--- config.mk ---
export PLATFORM = sky130hd
export DESIGN_NAME = lsu_top
export DESIGN_NICKNAME = d
export VERILOG_FILES = /design/src/lsu_pkg.sv /design/src/lsu_ctrl.sv /design/src/lsu_axi_wr.sv /design/src/lsu_axi_rd.sv /design/src/lsu_load_ext.sv /design/src/lsu_top.sv
export SDC_FILE = /design/constraint.sdc
export NUM_CORES = 1
export LEC_CHECK = 0
export BUFFER_PORTS_ARGS = -buffer_cell sky130_fd_sc_hd__clkbuf_2
export CAP_MARGIN = 40
export CORE_MARGIN = 10
export CORE_UTILIZATION = 49
export DETAILED_ROUTE_END_ITERATION = 16
export MAX_ROUTING_LAYER = met4
export PLACE_DENSITY = 0.81
export SLEW_MARGIN = 10
export SYNTH_ARGS = -nofsm -noshare
export SYNTH_HDL_FRONTEND = slang
export SYNTH_SLANG_ARGS = --single-unit
--- constraint.sdc ---
create_clock -name M_AXI_ACLK -period 5.6 [get_ports M_AXI_ACLK]
set_input_delay 0.84 -clock M_AXI_ACLK [delete_from_list [all_inputs] [get_ports M_AXI_ACLK]]
set_output_delay 0.84 -clock M_AXI_ACLK [all_outputs]
set_load 0.005 [all_outputs]
--- src/lsu_pkg.sv ---
package lsu_pkg;

    // --------------------
    // Widths
    // --------------------

    localparam int LSU_ADDR_W = 32;
    localparam int LSU_DATA_W = 32;
    // One strobe bit per data byte
    localparam int LSU_STRB_W = LSU_DATA_W / 8;

    // --------------------
    // Funct3 codes
    // --------------------

    // Stores share FN_B, FN_H and FN_W with the signed loads
    localparam logic [2:0] FN_B  = 3'b000;
    localparam logic [2:0] FN_H  = 3'b001;
    localparam logic [2:0] FN_W  = 3'b010;
    localparam logic [2:0] FN_BU = 3'b100;
    localparam logic [2:0] FN_HU = 3'b101;

    typedef enum logic [1:0] {
        KIND_NONE  = 2'd0,
        KIND_LOAD  = 2'd1,
        KIND_STORE = 2'd2
    } lsu_kind_e;

    // AXI AxSIZE encoding of bytes per beat as a power of two
    typedef enum logic [2:0] {
        SIZE_BYTE = 3'b000,
        SIZE_HALF = 3'b001,
        SIZE_WORD = 3'b010
    } axi_size_e;

    // Width field is 00 byte, 01 half, 10 word in both views
    typedef union packed {
        struct packed {
            logic       is_unsigned;
            logic [1:0] width;
        } ld;
        struct packed {
            logic       rsvd;
            logic [1:0] width;
        } st;
    } lsu_funct_u;

    typedef struct packed {
        lsu_kind_e             kind;
        lsu_funct_u            funct;
        logic [LSU_ADDR_W-1:0] addr;
        logic [LSU_DATA_W-1:0] wdata;
    } lsu_req_t;

    // Shared by AW and AR
    typedef struct packed {
        logic [LSU_ADDR_W-1:0] addr;
        axi_size_e             size;
    } axi_addr_t;

    typedef struct packed {
        logic [LSU_DATA_W-1:0] data;
        logic [LSU_STRB_W-1:0] strb;
    } axi_wdata_t;

endpackage

--- src/lsu_ctrl.sv ---
`timescale 1ns/10ps

module lsu_ctrl
(
    input  logic              M_AXI_ACLK,
    input  logic              M_AXI_ARESETN,
    input  logic              i_start,
    input  lsu_pkg::lsu_req_t i_req,
    input  logic              i_wr_end,
    input  logic              i_rd_end,
    output logic              o_wr_go,
    output logic              o_rd_go,
    output lsu_pkg::lsu_req_t o_held,
    output logic              o_busy,
    output logic              o_done
);
    import lsu_pkg::*;

    lsu_req_t req_q;
    logic     busy_q;
    logic     done_q;
    logic     wr_go_q;
    logic     rd_go_q;
    logic     accept;
    logic     start_wr;
    logic     start_rd;
    logic     start_pass;

    // A start seen while busy is dropped
    assign accept = i_start && !busy_q;

    // Decode the request kind into one start
    always_comb
    begin
        start_wr   = 1'b0;
        start_rd   = 1'b0;
        start_pass = 1'b0;
        if (accept)
        begin
            case (i_req.kind)
                KIND_LOAD:  start_rd   = 1'b1;
                KIND_STORE: start_wr   = 1'b1;
                KIND_NONE:  start_pass = 1'b1;
                default:    start_pass = 1'b1;
            endcase
        end
    end

    // Request stays put for the whole transfer
    always_ff @(posedge M_AXI_ACLK)
    begin
        if (accept)
            req_q <= i_req;
    end

    // --------------------
    // Busy level and completion
    // --------------------

    always_ff @(posedge M_AXI_ACLK)
    begin
        if (!M_AXI_ARESETN)
        begin
            wr_go_q <= 1'b0;
            rd_go_q <= 1'b0;
            done_q  <= 1'b0;
            busy_q  <= 1'b0;
        end
        else
        begin
            wr_go_q <= start_wr;
            rd_go_q <= start_rd;
            // Pass-through ops finish one cycle after start
            done_q  <= start_pass || i_wr_end || i_rd_end;
            // Busy drops on the edge that ends the done pulse
            if (done_q)
                busy_q <= 1'b0;
            else if (accept)
                busy_q <= 1'b1;
        end
    end

    assign o_held  = req_q;
    assign o_busy  = busy_q;
    assign o_done  = done_q;
    assign o_wr_go = wr_go_q;
    assign o_rd_go = rd_go_q;

endmodule

--- src/lsu_axi_wr.sv ---
`timescale 1ns/10ps

module lsu_axi_wr
(
    input  logic                M_AXI_ACLK,
    input  logic                M_AXI_ARESETN,
    input  logic                i_go,
    input  lsu_pkg::lsu_req_t   i_held,
    // AW channel
    output lsu_pkg::axi_addr_t  o_aw,
    output logic                o_awvalid,
    input  logic                i_awready,
    // W channel
    output lsu_pkg::axi_wdata_t o_w,
    output logic                o_wvalid,
    input  logic                i_wready,
    // B channel
    input  logic                i_bvalid,
    output logic                o_bready,
    output logic                o_end
);
    import lsu_pkg::*;

    axi_size_e             size;
    logic [LSU_STRB_W-1:0] base_strb;
    logic [1:0]            offset;
    logic                  awvalid_q;
    logic                  wvalid_q;
    logic                  bready_q;
    logic                  end_q;

    assign offset = i_held.addr[1:0];

    // Size and unshifted strobe from the store width
    always_comb
    begin
        case (i_held.funct.st.width)
            2'b00:
            begin
                size      = SIZE_BYTE;
                base_strb = 4'b0001;
            end
            2'b01:
            begin
                size      = SIZE_HALF;
                base_strb = 4'b0011;
            end
            default:
            begin
                size      = SIZE_WORD;
                base_strb = 4'b1111;
            end
        endcase
    end

    // Payload lanes follow the held request
    always_comb
    begin
        o_aw.addr = i_held.addr;
        o_aw.size = size;
        o_w.data  = i_held.wdata << {offset, 3'b000};
        o_w.strb  = base_strb << offset;
    end

    // --------------------
    // Handshakes
    // --------------------

    // AW and W complete independently of each other
    always_ff @(posedge M_AXI_ACLK)
    begin
        if (!M_AXI_ARESETN)
        begin
            awvalid_q <= 1'b0;
            wvalid_q  <= 1'b0;
        end
        else
        begin
            if (i_go)
                awvalid_q <= 1'b1;
            else if (awvalid_q && i_awready)
                awvalid_q <= 1'b0;

            if (i_go)
                wvalid_q <= 1'b1;
            else if (wvalid_q && i_wready)
                wvalid_q <= 1'b0;
        end
    end

    // BREADY is a single-cycle answer to BVALID
    always_ff @(posedge M_AXI_ACLK)
    begin
        if (!M_AXI_ARESETN)
        begin
            bready_q <= 1'b0;
            end_q    <= 1'b0;
        end
        else
        begin
            bready_q <= i_bvalid && !bready_q;
            end_q    <= bready_q && i_bvalid;
        end
    end

    assign o_awvalid = awvalid_q;
    assign o_wvalid  = wvalid_q;
    assign o_bready  = bready_q;
    assign o_end     = end_q;

endmodule

--- src/lsu_axi_rd.sv ---
`timescale 1ns/10ps

module lsu_axi_rd
(
    input  logic                           M_AXI_ACLK,
    input  logic                           M_AXI_ARESETN,
    input  logic                           i_go,
    input  lsu_pkg::lsu_req_t              i_held,
    // AR channel
    output lsu_pkg::axi_addr_t             o_ar,
    output logic                           o_arvalid,
    input  logic                           i_arready,
    // R channel
    input  logic [lsu_pkg::LSU_DATA_W-1:0] i_rdata,
    input  logic                           i_rvalid,
    output logic                           o_rready,
    // To the load extender
    output logic [lsu_pkg::LSU_DATA_W-1:0] o_word,
    output logic                           o_capture,
    output logic                           o_end
);
    import lsu_pkg::*;

    axi_size_e             size;
    logic                  arvalid_q;
    logic                  rready_q;
    logic                  capture_q;
    logic                  end_q;
    logic [LSU_DATA_W-1:0] word_q;
    logic                  take;

    // Signed and unsigned loads of one width share a size
    always_comb
    begin
        case (i_held.funct.ld.width)
            2'b00:   size = SIZE_BYTE;
            2'b01:   size = SIZE_HALF;
            default: size = SIZE_WORD;
        endcase
        o_ar.addr = i_held.addr;
        o_ar.size = size;
    end

    // First RVALID seen while RREADY is low
    assign take = i_rvalid && !rready_q;

    always_ff @(posedge M_AXI_ACLK)
    begin
        if (!M_AXI_ARESETN)
        begin
            arvalid_q <= 1'b0;
            rready_q  <= 1'b0;
            capture_q <= 1'b0;
            end_q     <= 1'b0;
        end
        else
        begin
            if (i_go)
                arvalid_q <= 1'b1;
            else if (arvalid_q && i_arready)
                arvalid_q <= 1'b0;
            rready_q  <= take;
            capture_q <= take;
            end_q     <= capture_q;
        end
    end

    // Read word is taken on the RREADY rising edge
    always_ff @(posedge M_AXI_ACLK)
    begin
        if (take)
            word_q <= i_rdata;
    end

    assign o_arvalid = arvalid_q;
    assign o_rready  = rready_q;
    assign o_word    = word_q;
    assign o_capture = capture_q;
    assign o_end     = end_q;

endmodule

--- src/lsu_load_ext.sv ---
`timescale 1ns/10ps

module lsu_load_ext
(
    input  logic                           M_AXI_ACLK,
    input  logic                           M_AXI_ARESETN,
    input  logic                           i_capture,
    input  logic [lsu_pkg::LSU_DATA_W-1:0] i_word,
    input  lsu_pkg::lsu_req_t              i_held,
    output logic [lsu_pkg::LSU_DATA_W-1:0] o_rdata
);
    import lsu_pkg::*;

    logic [LSU_DATA_W-1:0] shifted;
    logic [LSU_DATA_W-1:0] ext;
    logic [LSU_DATA_W-1:0] rdata_q;

    // Addressed byte moves down to lane 0
    assign shifted = i_word >> {i_held.addr[1:0], 3'b000};

    // --------------------
    // Extension
    // --------------------

    always_comb
    begin
        case ({i_held.funct.ld.is_unsigned, i_held.funct.ld.width})
            FN_B:    ext = {{24{shifted[7]}}, shifted[7:0]};
            FN_H:    ext = {{16{shifted[15]}}, shifted[15:0]};
            FN_W:    ext = shifted;
            FN_BU:   ext = {24'b0, shifted[7:0]};
            FN_HU:   ext = {16'b0, shifted[15:0]};
            default: ext = '0;
        endcase
    end

    // Result holds until the next load captures
    always_ff @(posedge M_AXI_ACLK)
    begin
        if (!M_AXI_ARESETN)
            rdata_q <= '0;
        else if (i_capture)
            rdata_q <= ext;
    end

    assign o_rdata = rdata_q;

endmodule

--- src/lsu_top.sv ---
`timescale 1ns/10ps

module lsu_top
(
    input  logic                         M_AXI_ACLK,
    input  logic                         M_AXI_ARESETN,
    // Request side
    input  logic                         i_start,
    input  lsu_pkg::lsu_req_t            i_req,
    output logic                         o_busy,
    output logic                         o_done,
    output logic [lsu_pkg::LSU_DATA_W-1:0] o_rdata,
    // AW channel
    output lsu_pkg::axi_addr_t           o_aw,
    output logic                         o_awvalid,
    input  logic                         i_awready,
    // W channel
    output lsu_pkg::axi_wdata_t          o_w,
    output logic                         o_wvalid,
    output logic                         o_wlast,
    input  logic                         i_wready,
    // B channel
    input  logic                         i_bvalid,
    output logic                         o_bready,
    // AR channel
    output lsu_pkg::axi_addr_t           o_ar,
    output logic                         o_arvalid,
    input  logic                         i_arready,
    // R channel
    input  logic [lsu_pkg::LSU_DATA_W-1:0] i_rdata,
    input  logic                         i_rvalid,
    output logic                         o_rready
);
    import lsu_pkg::*;

    lsu_req_t              held;
    logic                  wr_go;
    logic                  rd_go;
    logic                  wr_end;
    logic                  rd_end;
    logic [LSU_DATA_W-1:0] rd_word;
    logic                  rd_capture;

    // Every transfer is a single beat
    assign o_wlast = 1'b1;

    lsu_ctrl u_ctrl (
        .M_AXI_ACLK    (M_AXI_ACLK),
        .M_AXI_ARESETN (M_AXI_ARESETN),
        .i_start       (i_start),
        .i_req         (i_req),
        .i_wr_end      (wr_end),
        .i_rd_end      (rd_end),
        .o_wr_go       (wr_go),
        .o_rd_go       (rd_go),
        .o_held        (held),
        .o_busy        (o_busy),
        .o_done        (o_done)
    );

    lsu_axi_wr u_axi_wr (
        .M_AXI_ACLK    (M_AXI_ACLK),
        .M_AXI_ARESETN (M_AXI_ARESETN),
        .i_go          (wr_go),
        .i_held        (held),
        .o_aw          (o_aw),
        .o_awvalid     (o_awvalid),
        .i_awready     (i_awready),
        .o_w           (o_w),
        .o_wvalid      (o_wvalid),
        .i_wready      (i_wready),
        .i_bvalid      (i_bvalid),
        .o_bready      (o_bready),
        .o_end         (wr_end)
    );

    lsu_axi_rd u_axi_rd (
        .M_AXI_ACLK    (M_AXI_ACLK),
        .M_AXI_ARESETN (M_AXI_ARESETN),
        .i_go          (rd_go),
        .i_held        (held),
        .o_ar          (o_ar),
        .o_arvalid     (o_arvalid),
        .i_arready     (i_arready),
        .i_rdata       (i_rdata),
        .i_rvalid      (i_rvalid),
        .o_rready      (o_rready),
        .o_word        (rd_word),
        .o_capture     (rd_capture),
        .o_end         (rd_end)
    );

    lsu_load_ext u_load_ext (
        .M_AXI_ACLK    (M_AXI_ACLK),
        .M_AXI_ARESETN (M_AXI_ARESETN),
        .i_capture     (rd_capture),
        .i_word        (rd_word),
        .i_held        (held),
        .o_rdata       (o_rdata)
    );

endmodule

After elaboration in Yosys (flattened, before gate mapping). Cells that the tools add are included.

Shift-type cells: 3. Bitwise logic cells: 1. Equal/unequal tests: 7. Reduce and logical (&&, ||, !) cells: 20. Muxes and demuxes: 13.

Operator list (number): 32-bit one-hot mux with 5 select lines (1); 32-bit by 5-bit left shift with 32-bit output (1); 32-bit by 5-bit right shift with 32-bit output (1); 1-bit two-way mux (10); 4-bit one-hot mux with 2 select lines (1); 1-bit logical AND (7); 3-bit equality test (second input constant) (2); 2-bit nonzero test (3); 2-bit by 1-bit equality test with 1-bit output (second input constant) (2); 2-bit one-hot mux with 2 select lines (1); 2-bit OR reduction (2); 4-bit by 2-bit left shift with 4-bit output (1); 3-bit by 1-bit equality test with 1-bit output (second input constant) (1); 3-bit by 2-bit equality test with 1-bit output (second input constant) (1); 1-bit zero test (3); 3-bit zero test (1); 2-bit equality test (second input constant) (1); 2-bit zero test (1); 1-bit logical OR (2); 2-bit AND reduction (1); 1-bit NOT (1).

Input bits: 109. Register bits: 142. Logic and storage cells: 60.

Logic depth before layout (Yosys ltp). Gate-level depths: netlist of run 1.

Depth in word-level cells: 6. Gate-level depth with buffers: 7.

By module. From an unflattened synthesis of run 1, not the netlist that was laid out.

Cells, all modules: 447. Area, all modules: 6312.3 µm².

Modules (own cells, without submodules): lsu_ctrl (instances 1, seq. area each 2152.1 µm², area each 2238.4 µm², cells an instance 84); lsu_load_ext (instances 1, seq. area each 640.6 µm², area each 1779.2 µm², cells an instance 166); lsu_axi_rd (instances 1, seq. area each 1021.0 µm², area each 1330.0 µm², cells an instance 77); lsu_axi_wr (instances 1, seq. area each 80.1 µm², area each 953.4 µm², cells an instance 118); lsu_top (instances 1, seq. area each 0.0 µm², area each 11.3 µm², cells an instance 2).

Least setup slack after synthesis of run 1. No wires, ideal clock.

Path kind: input port to flip-flop. Start point: input port i_start. End point: register u_ctrl.done_q, in the netlist u_ctrl.o_done. Library setup time: 0.075 ns. Setup slack: 1.200 ns. Arrival: 4.325 ns. Buffers on the path: 0. Stages on the path: 3. Cell sequence: nor2b_1 > a211oi_1 > nor2b_1.

Longest elaborated chain between the ends: 4.

RTL lines: start, declared (RTL line lsu_top.sv:8) `input logic i_start,`; 1-bit logical AND (RTL line lsu_ctrl.sv:30) `assign accept = i_start && !busy_q;`; 1-bit two-way mux (RTL line lsu_ctrl.sv:38) `if (accept)`; 1-bit logical OR (2 in a row) (RTL line lsu_ctrl.sv:74) `done_q <= start_pass || i_wr_end || i_rd_end;`; end signal, assigned (RTL line lsu_ctrl.sv:74); end, declared (RTL line lsu_ctrl.sv:21) `logic done_q;`.

No other way between the ends. A chain may end at the register's enable or synchronous reset.

==> results of run 1 <==
[kinds of logic (layout without fill, tap and decap cells)]
| kind of cell | Yosys count | count (layout) | synth area share (%) |
|---|---|---|---|
| AOI/OAI and AO/OA | 121 | 121 | 12.36 |
| xor gates and xnor gates | 1 | 1 | 0.1367 |
| other | 2 | 3 | 0.1172 |
| muxes | 35 | 35 | 5.681 |
| and+or+nand+nor | 117 | 117 | 10.31 |
| buffers and inverters | 103 | 294 | 11.19 |
| adders and majority gates | 2 | 2 | 0.3904 |
| DFF | 142 | 142 | 59.82 |
[worst register-to-register path, cell delays in order, from the launching register on]
cell	delay, ns
edfxtp_1	0.34
buf_4	0.62
mux2i_1	0.26
a211oi_1	0.32
nand3_2	0.44
a21oi_1	0.31
[through the flow]
| step | instances | hold slack (ns) | utilization, % | instance area (µm²) |
|---|---|---|---|---|
| global placement | 853 | 0.4036 | 56.85 | 7233 |
| detailed placement | 855 | 0.4268 | 57.03 | 7256 |
| floorplan | 524 | 0.4177 | - | 6412 |
| finish | 887 | 0.4360 | 61.56 | 7831 |
| CTS | 887 | 0.4360 | 61.56 | 7831 |
| global route | 887 | 0.4523 | 61.56 | 7831 |
[per-layer routing]
| metal | wire length (µm) | GRT usage (%) | vias to the layer above |
|---|---|---|---|
| met1 | 6752 | 20.36 | 2258 |
| li1 | - | - | 2174 |
| met3 | 1549 | 7.580 | 30 |
| met4 | 442 | 7.255 | 0 |
| met2 | 9575 | 34.96 | 247 |
| met5 | 0 | - | - |
[worst max-delay path by stage]
stage | start | endpoint | depth (start not counted)
floorplan | i_start | u_ctrl.o_done | 3
global placement | u_ctrl.o_held[32] | o_w[20] | 5
detailed placement | u_ctrl.o_held[32] | o_w[27] | 6
CTS | u_ctrl.o_held[32] | o_w[27] | 6
global route | u_ctrl.o_held[32] | o_w[27] | 6
finish | u_ctrl.o_held[32] | o_w[27] | 6
[cell usage in the layout, fill, tap and decap left out, drive strengths merged, types with 8 or more instances in the layout]
master	synthesis	final
edfxtp	99	99
o21ai	33	33
nor2b	49	49
nand2	18	18
and2	10	10
clkinv	1	10
a21oi	44	44
buf	89	8
mux2i	27	27
mux2	8	8
nor2	22	22
dfxtp	43	43
clkbuf	11	271
a211oi	11	11
[synthesized netlist by cell type]
master      n  share of area [%]
clkbuf_2    3               0.23
mux2_2      8                1.4
ha_1        2               0.39
edfxtp_1   99                 46
a21o_1      1               0.12
a211o_1     7               0.96
nand3_1     1              0.078
nor3_1      1              0.078
nor3b_1     1               0.12
dfxtp_1    43                 13
nor2b_1    49                4.8
nand2_1    18                1.1
xor2_1      1               0.14
o21ai_0    33                2.6
o21a_1      3               0.35
buf_4      71                8.3
o2bb2ai_1   7               0.96
and2b_1     7               0.82
and3_1      3               0.29
nand3_2     1               0.16
and2_1     10               0.98
buf_6       6                1.1
a221oi_1    7               0.96
conb_1      2               0.12
clkbuf_1    8               0.47
a21oi_1    33                2.6
a22oi_1     1               0.12
nor4b_4     1               0.37
clkinv_1    1              0.059
mux2i_1    26                4.1
mux2i_2     1               0.21
buf_2      12               0.94
a211oi_1   11                1.3
inv_1       2               0.12
nor2_1     22                1.3
a32oi_1     7               0.96
a21oi_2    11                1.5
nand2b_1    2               0.20
or2_1       1              0.098
[power by group through the flow]
stage | sequential (mW) | combinational (mW) | clock [mW]
6_report | 1.22 | 0.263 | 1.08
4_1_cts | 1.22 | 0.266 | 1.10
5_1_grt | 1.23 | 0.288 | 1.15
3_3_place_gp | 1.24 | 0.255 | 0
3_5_place_dp | 1.24 | 0.264 | 0
2_1_floorplan | 1.23 | 0.176 | 0
[final cells by class]
class	count	area, µm²
Timing Repair Buffer	259	1324
Clock inverter	12	118.9
Sequential cell	142	3834
Inverter	3	11.26
Fill cell	1014	4891
Clock buffer	20	456.7
Multi-Input combinational cell	279	1872
Tap cell	172	215.2
==> out/qor.yml, run 1 <==
run_status:
  status: "completed"
timing:
  fin_worst_skew_ns: 0.005382
  hold_viol: 0
  setup_tns_ns: 0
  maxSlewHeadroom_pct: 49.02
  setup_viol: 0
  post-route-period-util_pct: 57.39
  clock.fmax_ghz: 0.3112
  post-route-min-period_ns: 3.214
  worst_pin_slew_ns: 0.7647
  layout_setup_ws_ns: 2.386
  slew_violations: 0
  rsz0062_at_grt: "no"
critical_path:
  crit_slowest_cell: "nor2b_1"
  reg2reg_slack_ns: 3.22
  crit_family: "buffers and inverters"
  crit_path_max_incr_delay_ns: 0.63
  r2r_cells: 5
  worstSetupStartpointType: "flip-flop"
  crit_fanout: 36
  crit_chain: "buf_4 > nor2b_1 > buf_4 > nand2_1 > o21ai_0 > clkbuf_2"
  worstPathArrival_ns: 2.37
  cp_data_required_time_ns: 4.76
  regToRegEndpoint: "u_load_ext.o_rdata[20]"
  reg2reg_from: "u_ctrl.o_held[33]"
  cp_common_cell: "buf_4"
  setup.worst_path.class: "flip-flop to output pin"
  cp_num_buf_inv: 3
  end_kind: "output pin"
floorplan:
  die_w_um: 134.4
  die_h_um: 134.4
  dieArea_mm2: 0.01805
  coreArea_mm2: 0.01272
  io_pins: 255
  start_util_pct: 50.37
  fp-row-count: 41
route:
  wl_per_cell_um: 20.65
  routed_wl_um: 18320
  drtPass1Iterations: 5
  vias: 4709
  drtIter0Drc: 417
  ant_nets: 0
  vias_per_cell: 5.309
  route.detailed.drc: 0
power_and_ir_drop:
  p_switching_uw: 591.8
  p_leak_nw: 3.381
  p_seq_share_pct: 47.6
  cellPowerDensity_mw_per_mm2: 327.9
  power.total_mw: 2.568
  pwr-share-comb_pct: 10.2
  intPower_mw: 1.976
  swShare_pct: 23.05
  peakVddDrop_mv: 0.1864
  clkPwrFrac_pct: 42.2
global_route:
  grtUsageTotal_pct: 20.15
  antenna_found_initial: 0
  grt_remaining_overflow: 0
  grt_pass1_wl_um: 27230
  grt_max_degree: 65
  grt_pass1_vias: 4874
min_path:
  hold_depth: 1
  hold_path_startpoint: "u_ctrl.o_done"
  hold_end: "u_ctrl.o_busy"
  hp-class: "flip-flop to flip-flop"
cts:
  path_clk_slew_ns: 0.06
  cts_hold_buffers: 0
  tritoncts: "yes"
  numCtsBuffers: 17
  insertion_delay_ns: 0.41
  post_cts_buffers: 0
  clockBufferDepth: 2
  cts.sinks: 142
  cts_resized: 0
  h-tree-depth: 4
  cts-root-buf: "clkbuf_16"
cells_and_area:
  largest_register_ffs: 67
  syn2layout_area_growth_pct: 22.20
  antennaDiodeCount: 0
  final_layout_size_suffix_gt1_share_pct: 43.78
  nets: 813
yosys:
  synth_cells: 523
  ys_types: 39
  yosysWarnings: 0
  yosys_register_bits: 142
  syn_area_mm2: 0.006409
  avgSynthCellArea_um2: 12.25
  synth-seq-area-share_pct: 59.82
placed_design:
  pre_cts_slack_ns: 2.846
  place_hpwl_um: 14120
  gp_congestion: 0.9063
  io_buffers: 251
job:
  cap_violations: 0
Power figures use the tool's default switching activity.
==> run 2, diff against run 1 <==
--- a/config.mk
+++ b/config.mk
@@ -5,13 +5,14 @@
 export SDC_FILE = /design/constraint.sdc
 export NUM_CORES = 1
 export LEC_CHECK = 0
+export ABC_AREA = 1
 export BUFFER_PORTS_ARGS = -buffer_cell sky130_fd_sc_hd__clkbuf_2
 export CAP_MARGIN = 40
 export CORE_MARGIN = 10
 export CORE_UTILIZATION = 49
 export DETAILED_ROUTE_END_ITERATION = 16
 export MAX_ROUTING_LAYER = met4
-export PLACE_DENSITY = 0.81
+export PLACE_DENSITY = 0.8
 export SLEW_MARGIN = 10
 export SYNTH_ARGS = -nofsm -noshare
 export SYNTH_HDL_FRONTEND = slang
==> constraint.sdc (replaced) <==
create_clock -name M_AXI_ACLK -period 3.05 [get_ports M_AXI_ACLK]
set_input_delay 0.4575 -clock M_AXI_ACLK [delete_from_list [all_inputs] [get_ports M_AXI_ACLK]]
set_output_delay 0.4575 -clock M_AXI_ACLK [all_outputs]
set_load 0.005 [all_outputs]
==> out/qor.yml, run 2 <==
run_status:
  status: "completed"
timing:
  whs_ns: 0.2138  # -0.2222 ns
  fin_worst_skew_ns: 0.006203  # +0.0008211 ns
  slew_violations: 0  # unchanged
  post-route-period-util_pct: 81.69
  hold_viol: 0  # unchanged
  worst_pin_slew_ns: 0.6991  # -0.06554 ns
  maxSlewHeadroom_pct: 53.39  # +4.4 points
  rsz0062_at_grt: "no"
  clock.fmax_ghz: 0.4014
  post-route-min-period_ns: 2.491
  setup_viol: 0  # unchanged
  setup_tns_ns: 0  # unchanged
placed_design:
  io_buffers: 251  # unchanged
  gp_congestion: 0.9823  # +8.4%
  dpl_cell_area_mm2: 0.007348  # +1.3%
  place_hpwl_um: 13180  # -6.7%
  place_inst: 986  # +15%
cts:
  numCtsBuffers: 17  # unchanged
  tritoncts: "yes"
  cts.sinks: 142  # unchanged
  clockBufferDepth: 2  # unchanged
  cts-root-buf: "clkbuf_16"
  cts_hold_buffers: 0  # unchanged
  path_clk_slew_ns: 0.06  # about the same
  insertion_delay_ns: 0.41  # about the same
  post_cts_buffers: 0  # unchanged
  cts_resized: 0  # unchanged
  h-tree-depth: 4  # unchanged
route:
  drtPass1Iterations: 5  # unchanged
  route.detailed.drc: 0  # unchanged
  routed_wl_um: 17260  # -5.8%
  ant_nets: 0  # unchanged
  wl_per_cell_um: 16.95  # -18%
  drtIter0Drc: 416  # -0.24%
  vias: 4997  # +6.1%
  vias_per_cell: 4.909  # -7.5%
job:
  cap_violations: 0  # unchanged
min_path:
  hp-class: "primary input to flip-flop"
  hold_depth: 1  # unchanged
  hold_path_startpoint: "i_req[47]"
  hold_end: "u_ctrl.o_held[47]"
floorplan:
  dieArea_mm2: 0.01827  # +1.2%
  start_util_pct: 49.48  # -0.90 points
  io_pins: 255  # unchanged
  die_h_um: 135.2  # +0.61%
  coreArea_mm2: 0.01314  # +3.3%
  fp-row-count: 42  # +2.4%
  die_w_um: 135.2  # +0.61%
critical_path:
  worstPathArrival_ns: 2.03  # -0.34 ns
  worstSetupStartpointType: "flip-flop"
  end_kind: "output pin"
  cp_data_required_time_ns: 2.59  # -2.17 ns
  setup.worst_path.start: "u_ctrl.o_held[32]"
  r2r_cells: 7  # +2
  reg2reg_from: "u_ctrl.o_held[32]"
  crit_fanout: 77  # +110%
  reg2reg_slack_ns: 0.93  # -2.29 ns
  setup.worst_path.class: "flip-flop to output pin"
  regToRegEndpoint: "u_load_ext.o_rdata[17]"
power_and_ir_drop:
  intPower_mw: 3.747  # +90%
  p_seq_share_pct: 46.1  # -1.5 points
  power.total_mw: 4.850  # +89%
  swShare_pct: 22.74  # -0.31 points
  cellPowerDensity_mw_per_mm2: 609.7  # +86%
  peakVddDrop_mv: 0.4324  # +130%
  pwr-share-comb_pct: 10.6  # +0.4 points
  p_leak_nw: 3.704  # +9.6%
  p_switching_mw: 1.103  # +86%
  clkPwrFrac_pct: 43.3  # +1.1 points
yosys:
  synthArstFlopShare_pct: 0  # unchanged
  synth.area.top_cells: "edfxtp_1 46%, dfxtp_1 13%, nand2_1 8.9%"
  synth_cells: 652  # +25%
  avgSynthCellArea_um2: 9.969  # -19%
  synth_most_common_cell: "nand2_1"
  yosys_register_bits: 142  # unchanged
  synth-seq-area-share_pct: 58.98  # -0.84 points
  synthFlopType: "edfxtp_1"
  syn_area_mm2: 0.006500  # +1.4%
  synth_edf_count: 99  # unchanged
  yosys.area.top_type_share_pct: 45.74  # -0.65 points
  synth_area_leader_cell: "edfxtp_1"
  yosysWarnings: 0  # unchanged
  ys_types: 28  # -28%
  synth_common_cells: "154 x nand2_1, 99 x edfxtp_1, 74 x buf_4"
global_route:
  antenna_found_initial: 0  # unchanged
  grt_max_degree: 78  # +20%
  met3_usage_pct: 6.009  # -1.6 points
  grtUsageTotal_pct: 18.79  # -1.4 points
  grt_use_met2_pct: 29.46  # -5.5 points
  busiest_layer: "met2"
  grt_pass1_vias: 4858  # -0.33%
  grt_remaining_overflow: 0  # unchanged
  gr-usage-met1_pct: 21.68  # +1.3 points
  grt_pass1_wl_um: 25980  # -4.6%
cells_and_area:
  final_layout_size_suffix_gt1_share_pct: 39.31  # -4.5 points
  syn2layout_area_growth_pct: 22.37
  antennaDiodeCount: 0  # unchanged
  fin_cells: 1018  # +15%
  layout_common_cells: "251 x clkbuf_2, 154 x nand2_1, 99 x edfxtp_1, 66 x nor2_1, 47 x inv_1"
  final_common_cell: "clkbuf_2"
  stdcell_area_mm2: 0.007954  # +1.6%
  largest_register_ffs: 67  # unchanged
  fillers: 1131  # +12%
  nets: 940  # +16%
run 2: changes by cell type after synthesis, sizes merged, moves of 8 or more:
cell,delta
nand2,+138
nor2,+50
nor2b,-49
inv,+48
nand3,+28
mux2i,-27
a211oi,-11
and2,-10
mux2,-8
o21ai,-8
run 2: metrics by stage:
step                      worst slack [ns]  util (%)
after floorplan                     0.3726         -
after global placement               1.044     55.93
after detailed placement            0.9955     55.93
after CTS                           0.5237     60.54
after global routing                0.3893     60.54
final                               0.5586     60.54
run 2: final cells by class:
cell class,count,area (µm²),share of cell area [%]
inverters,50,187.7,2.360
repair buffers,259,1329,16.71
flip-flops and latches,142,3834,48.20
clock buffers,20,436.7,5.490
clock inverters,12,168.9,2.124
well taps,176,220.2,2.769
multi-input cells,359,1778,22.35
run 2: logic make-up after synthesis:
group	after synthesis	share of synthesized area [%]
buffers and inverters	152	13.88
AO/OA/AOI/OAI	94	9.278
flip-flops	142	58.98
other	2	0.1155
AND/OR/NAND/NOR	260	17.36
adder cells (fa/ha/maj)	2	0.3849
run 2: metal layers:
layer	wire [µm]	part of all wire (%)	up-vias
li1	-	-	2429
met1	6892	40	2304
met2	8337	48	228
met3	1531	8.9	36
met4	496	2.9	0
met5	0	0	-
run 2: critical path: stages (launching register included):
cell      delay [ns]
edfxtp_1        0.36
buf_4           0.57
nor2_1          0.15
o32ai_1         0.35
clkbuf_2        0.18
run 2: worst max-delay path by stage:
stage                                   to  slack, ns  cells past startpoint
detailed placement  u_load_ext.o_rdata[18]        1.0                      7
finish                             o_w[22]       0.56                      4
CTS                                o_w[22]       0.52                      4
global placement    u_load_ext.o_rdata[17]       1.04                      7
floorplan                 u_ctrl.o_held[0]       0.37                      2
global route                       o_w[32]       0.39                      4
run 2: power by group through the flow:
stage | Clock (mW) | Combinational [mW] | Sequential, mW
after floorplan | 0 | 0.338 | 2.26
after global placement | 0 | 0.506 | 2.27
after detailed placement | 0 | 0.512 | 2.28
after CTS | 2.14 | 0.516 | 2.24
after global routing | 2.22 | 0.567 | 2.25
final | 2.10 | 0.512 | 2.24
==> run 3, diff against run 2 <==
==> constraint.sdc (replaced) <==
create_clock -name M_AXI_ACLK -period 2.4 [get_ports M_AXI_ACLK]
set_input_delay 0.36 -clock M_AXI_ACLK [delete_from_list [all_inputs] [get_ports M_AXI_ACLK]]
set_output_delay 0.36 -clock M_AXI_ACLK [all_outputs]
set_load 0.005 [all_outputs]
==> out/qor.yml, run 3 (synthesis gave the netlist of run 2 again) <==
cells_and_area:
  final_core_util_pct: 60.38  # -0.16 points
  final_layout_size_suffix_gt1_share_pct: 40.09  # +0.78 points
  syn2layout_area_growth_pct: 22.04
  nets: 941  # +0.11%
  antennaDiodeCount: 0  # unchanged
  largest_register_ffs: 67  # unchanged
  final_common_cell: "clkbuf_2"
  stdcell_area_mm2: 0.007933  # -0.27%
  multi_input_area_mm2: 0.001778  # unchanged
  fillers: 1143  # +1.1%
  seq_area_mm2: 0.003834  # unchanged
  layout_common_cells: "251 x clkbuf_2, 154 x nand2_1, 99 x edfxtp_1, 66 x nor2_1, 47 x inv_1"
placed_design:
  dpl_cell_area_mm2: 0.007356  # +0.10%
  io_buffers: 251  # unchanged
  gp_congestion: 0.9369  # -4.6%
  place_hpwl_um: 13350  # +1.3%
  pre_cts_slack_ns: 0.4161  # -0.5795 ns
global_route:
  grt_pass1_wl_um: 25810  # -0.64%
  grt_remaining_overflow: 0  # unchanged
  antenna_found_initial: 0  # unchanged
  grt_pass1_vias: 4801  # -1.2%
  grt_max_degree: 60  # -23%
  grtUsageTotal_pct: 18.88  # +0.090 points
critical_path:
  cp_data_required_time_ns: 2.04  # -0.55 ns
  worstPathArrival_ns: 1.91  # -0.12 ns
  end_kind: "output pin"
  crit_fanout: 25  # -68%
  setup.worst_path.class: "flip-flop to output pin"
  worstSetupStartpointType: "flip-flop"
route:
  vias: 4941  # -1.1%
  vias_per_cell: 4.849  # -1.2%
  ant_nets: 0  # unchanged
  routed_wl_um: 17050  # -1.2%
  route.detailed.drc: 0  # unchanged
  drtPass1Iterations: 5  # unchanged
  drtIter0Drc: 354  # -15%
  wl_per_cell_um: 16.73  # -1.3%
cts:
  tritoncts: "yes"
  post_cts_buffers: 0  # unchanged
  clockBufferDepth: 2  # unchanged
  insertion_delay_ns: 0.42  # about the same
  cts.sinks: 142  # unchanged
  h-tree-depth: 4  # unchanged
  cts-root-buf: "clkbuf_16"
  path_clk_slew_ns: 0.06  # about the same
  numCtsBuffers: 17  # unchanged
  cts_hold_buffers: 0  # unchanged
  cts_resized: 1  # +1
floorplan:
  io_pins: 255  # unchanged
  start_util_pct: 49.48  # unchanged
  die_w_um: 135.2  # unchanged
  die_h_um: 135.2  # unchanged
  dieArea_mm2: 0.01827  # unchanged
  fp-row-count: 42  # unchanged
  coreArea_mm2: 0.01314  # unchanged
min_path:
  hp-class: "primary input to flip-flop"
run_status:
  status: "completed"
timing:
  fin_worst_skew_ns: 0.01042  # +0.004213 ns
  post-route-period-util_pct: 94.49
  layout_setup_ws_ns: 0.1322  # -0.4264 ns
  setup_viol: 0  # unchanged
  slew_violations: 0  # unchanged
  hold_viol: 0  # unchanged
  post-route-min-period_ns: 2.268
  rsz0062_at_grt: "yes"
  clock.fmax_ghz: 0.4410
  setup_tns_ns: 0  # unchanged
job:
  cap_violations: 0  # unchanged
power_and_ir_drop:
  cellPowerDensity_mw_per_mm2: 758.1  # +24%
  power.total_mw: 6.014  # +24%
  p_leak_nw: 3.700  # about the same
  peakVddDrop_mv: 0.7303  # +69%
-- run 3: changes by cell type in the layout (fill, tap and decap cells not counted) --
cell       change
bufinv_16      -3
buf_4          +1
clkbuf_1       -3
clkinv_1       -3
inv_6          +8
inv_8          +1
inv_2          -1
inv_4          +1
-- run 3: final timing paths --
kind,start,endpoint,slack (ns),cells after the start
max,u_ctrl.o_held[33],o_w[27],0.13,4
min,i_req[6],u_ctrl.o_held[6],0.11,1
max reg2reg,u_ctrl.o_held[33],u_load_ext.o_rdata[17],0.43,6
min reg2reg,u_ctrl.o_rd_go,u_axi_rd.o_arvalid,0.43,2
-- run 3: cell type report --
class                   instances  area share [%]
flip-flops and latches        142           48.33
well taps                     176           2.776
multi-input cells             359           22.41
clock inverters                15           1.877
repair buffers                260           16.85
inverters                      50           2.397
clock buffers                  17           5.363
-- run 3: per-layer routing --
| metal | track usage (%) | wire [µm] | up-vias |
|---|---|---|---|
| li1 | - | - | 2444 |
| met1 | 21.49 | 6797 | 2233 |
| met2 | 29.11 | 8316 | 225 |
| met3 | 6.083 | 1344 | 39 |
| met4 | 10.17 | 588 | 0 |
| met5 | - | 0 | - |
-- run 3: power by group --
part / internal (mW) / leakage, nW / total [mW] / switching [mW]
clock network: 1.46 / 0.278 / 2.52 / 1.07
registers: 2.77 / 1.30 / 2.84 / 0.0675
logic: 0.260 / 2.12 / 0.648 / 0.388
-- run 3: critical path, stage by stage, from the launching register on --
cell	delay (ns)
edfxtp_1	0.58
inv_2	0.40
o21ai_0	0.21
o22ai_1	0.15
clkbuf_2	0.14
-- run 3: per-stage QoR --
step	instances	hold slack (ns)
detailed placement	987	0.4269
global route	1019	0.08410
floorplan	653	0.4130
CTS	1019	0.08819
finish	1019	0.1082
global placement	987	0.4169
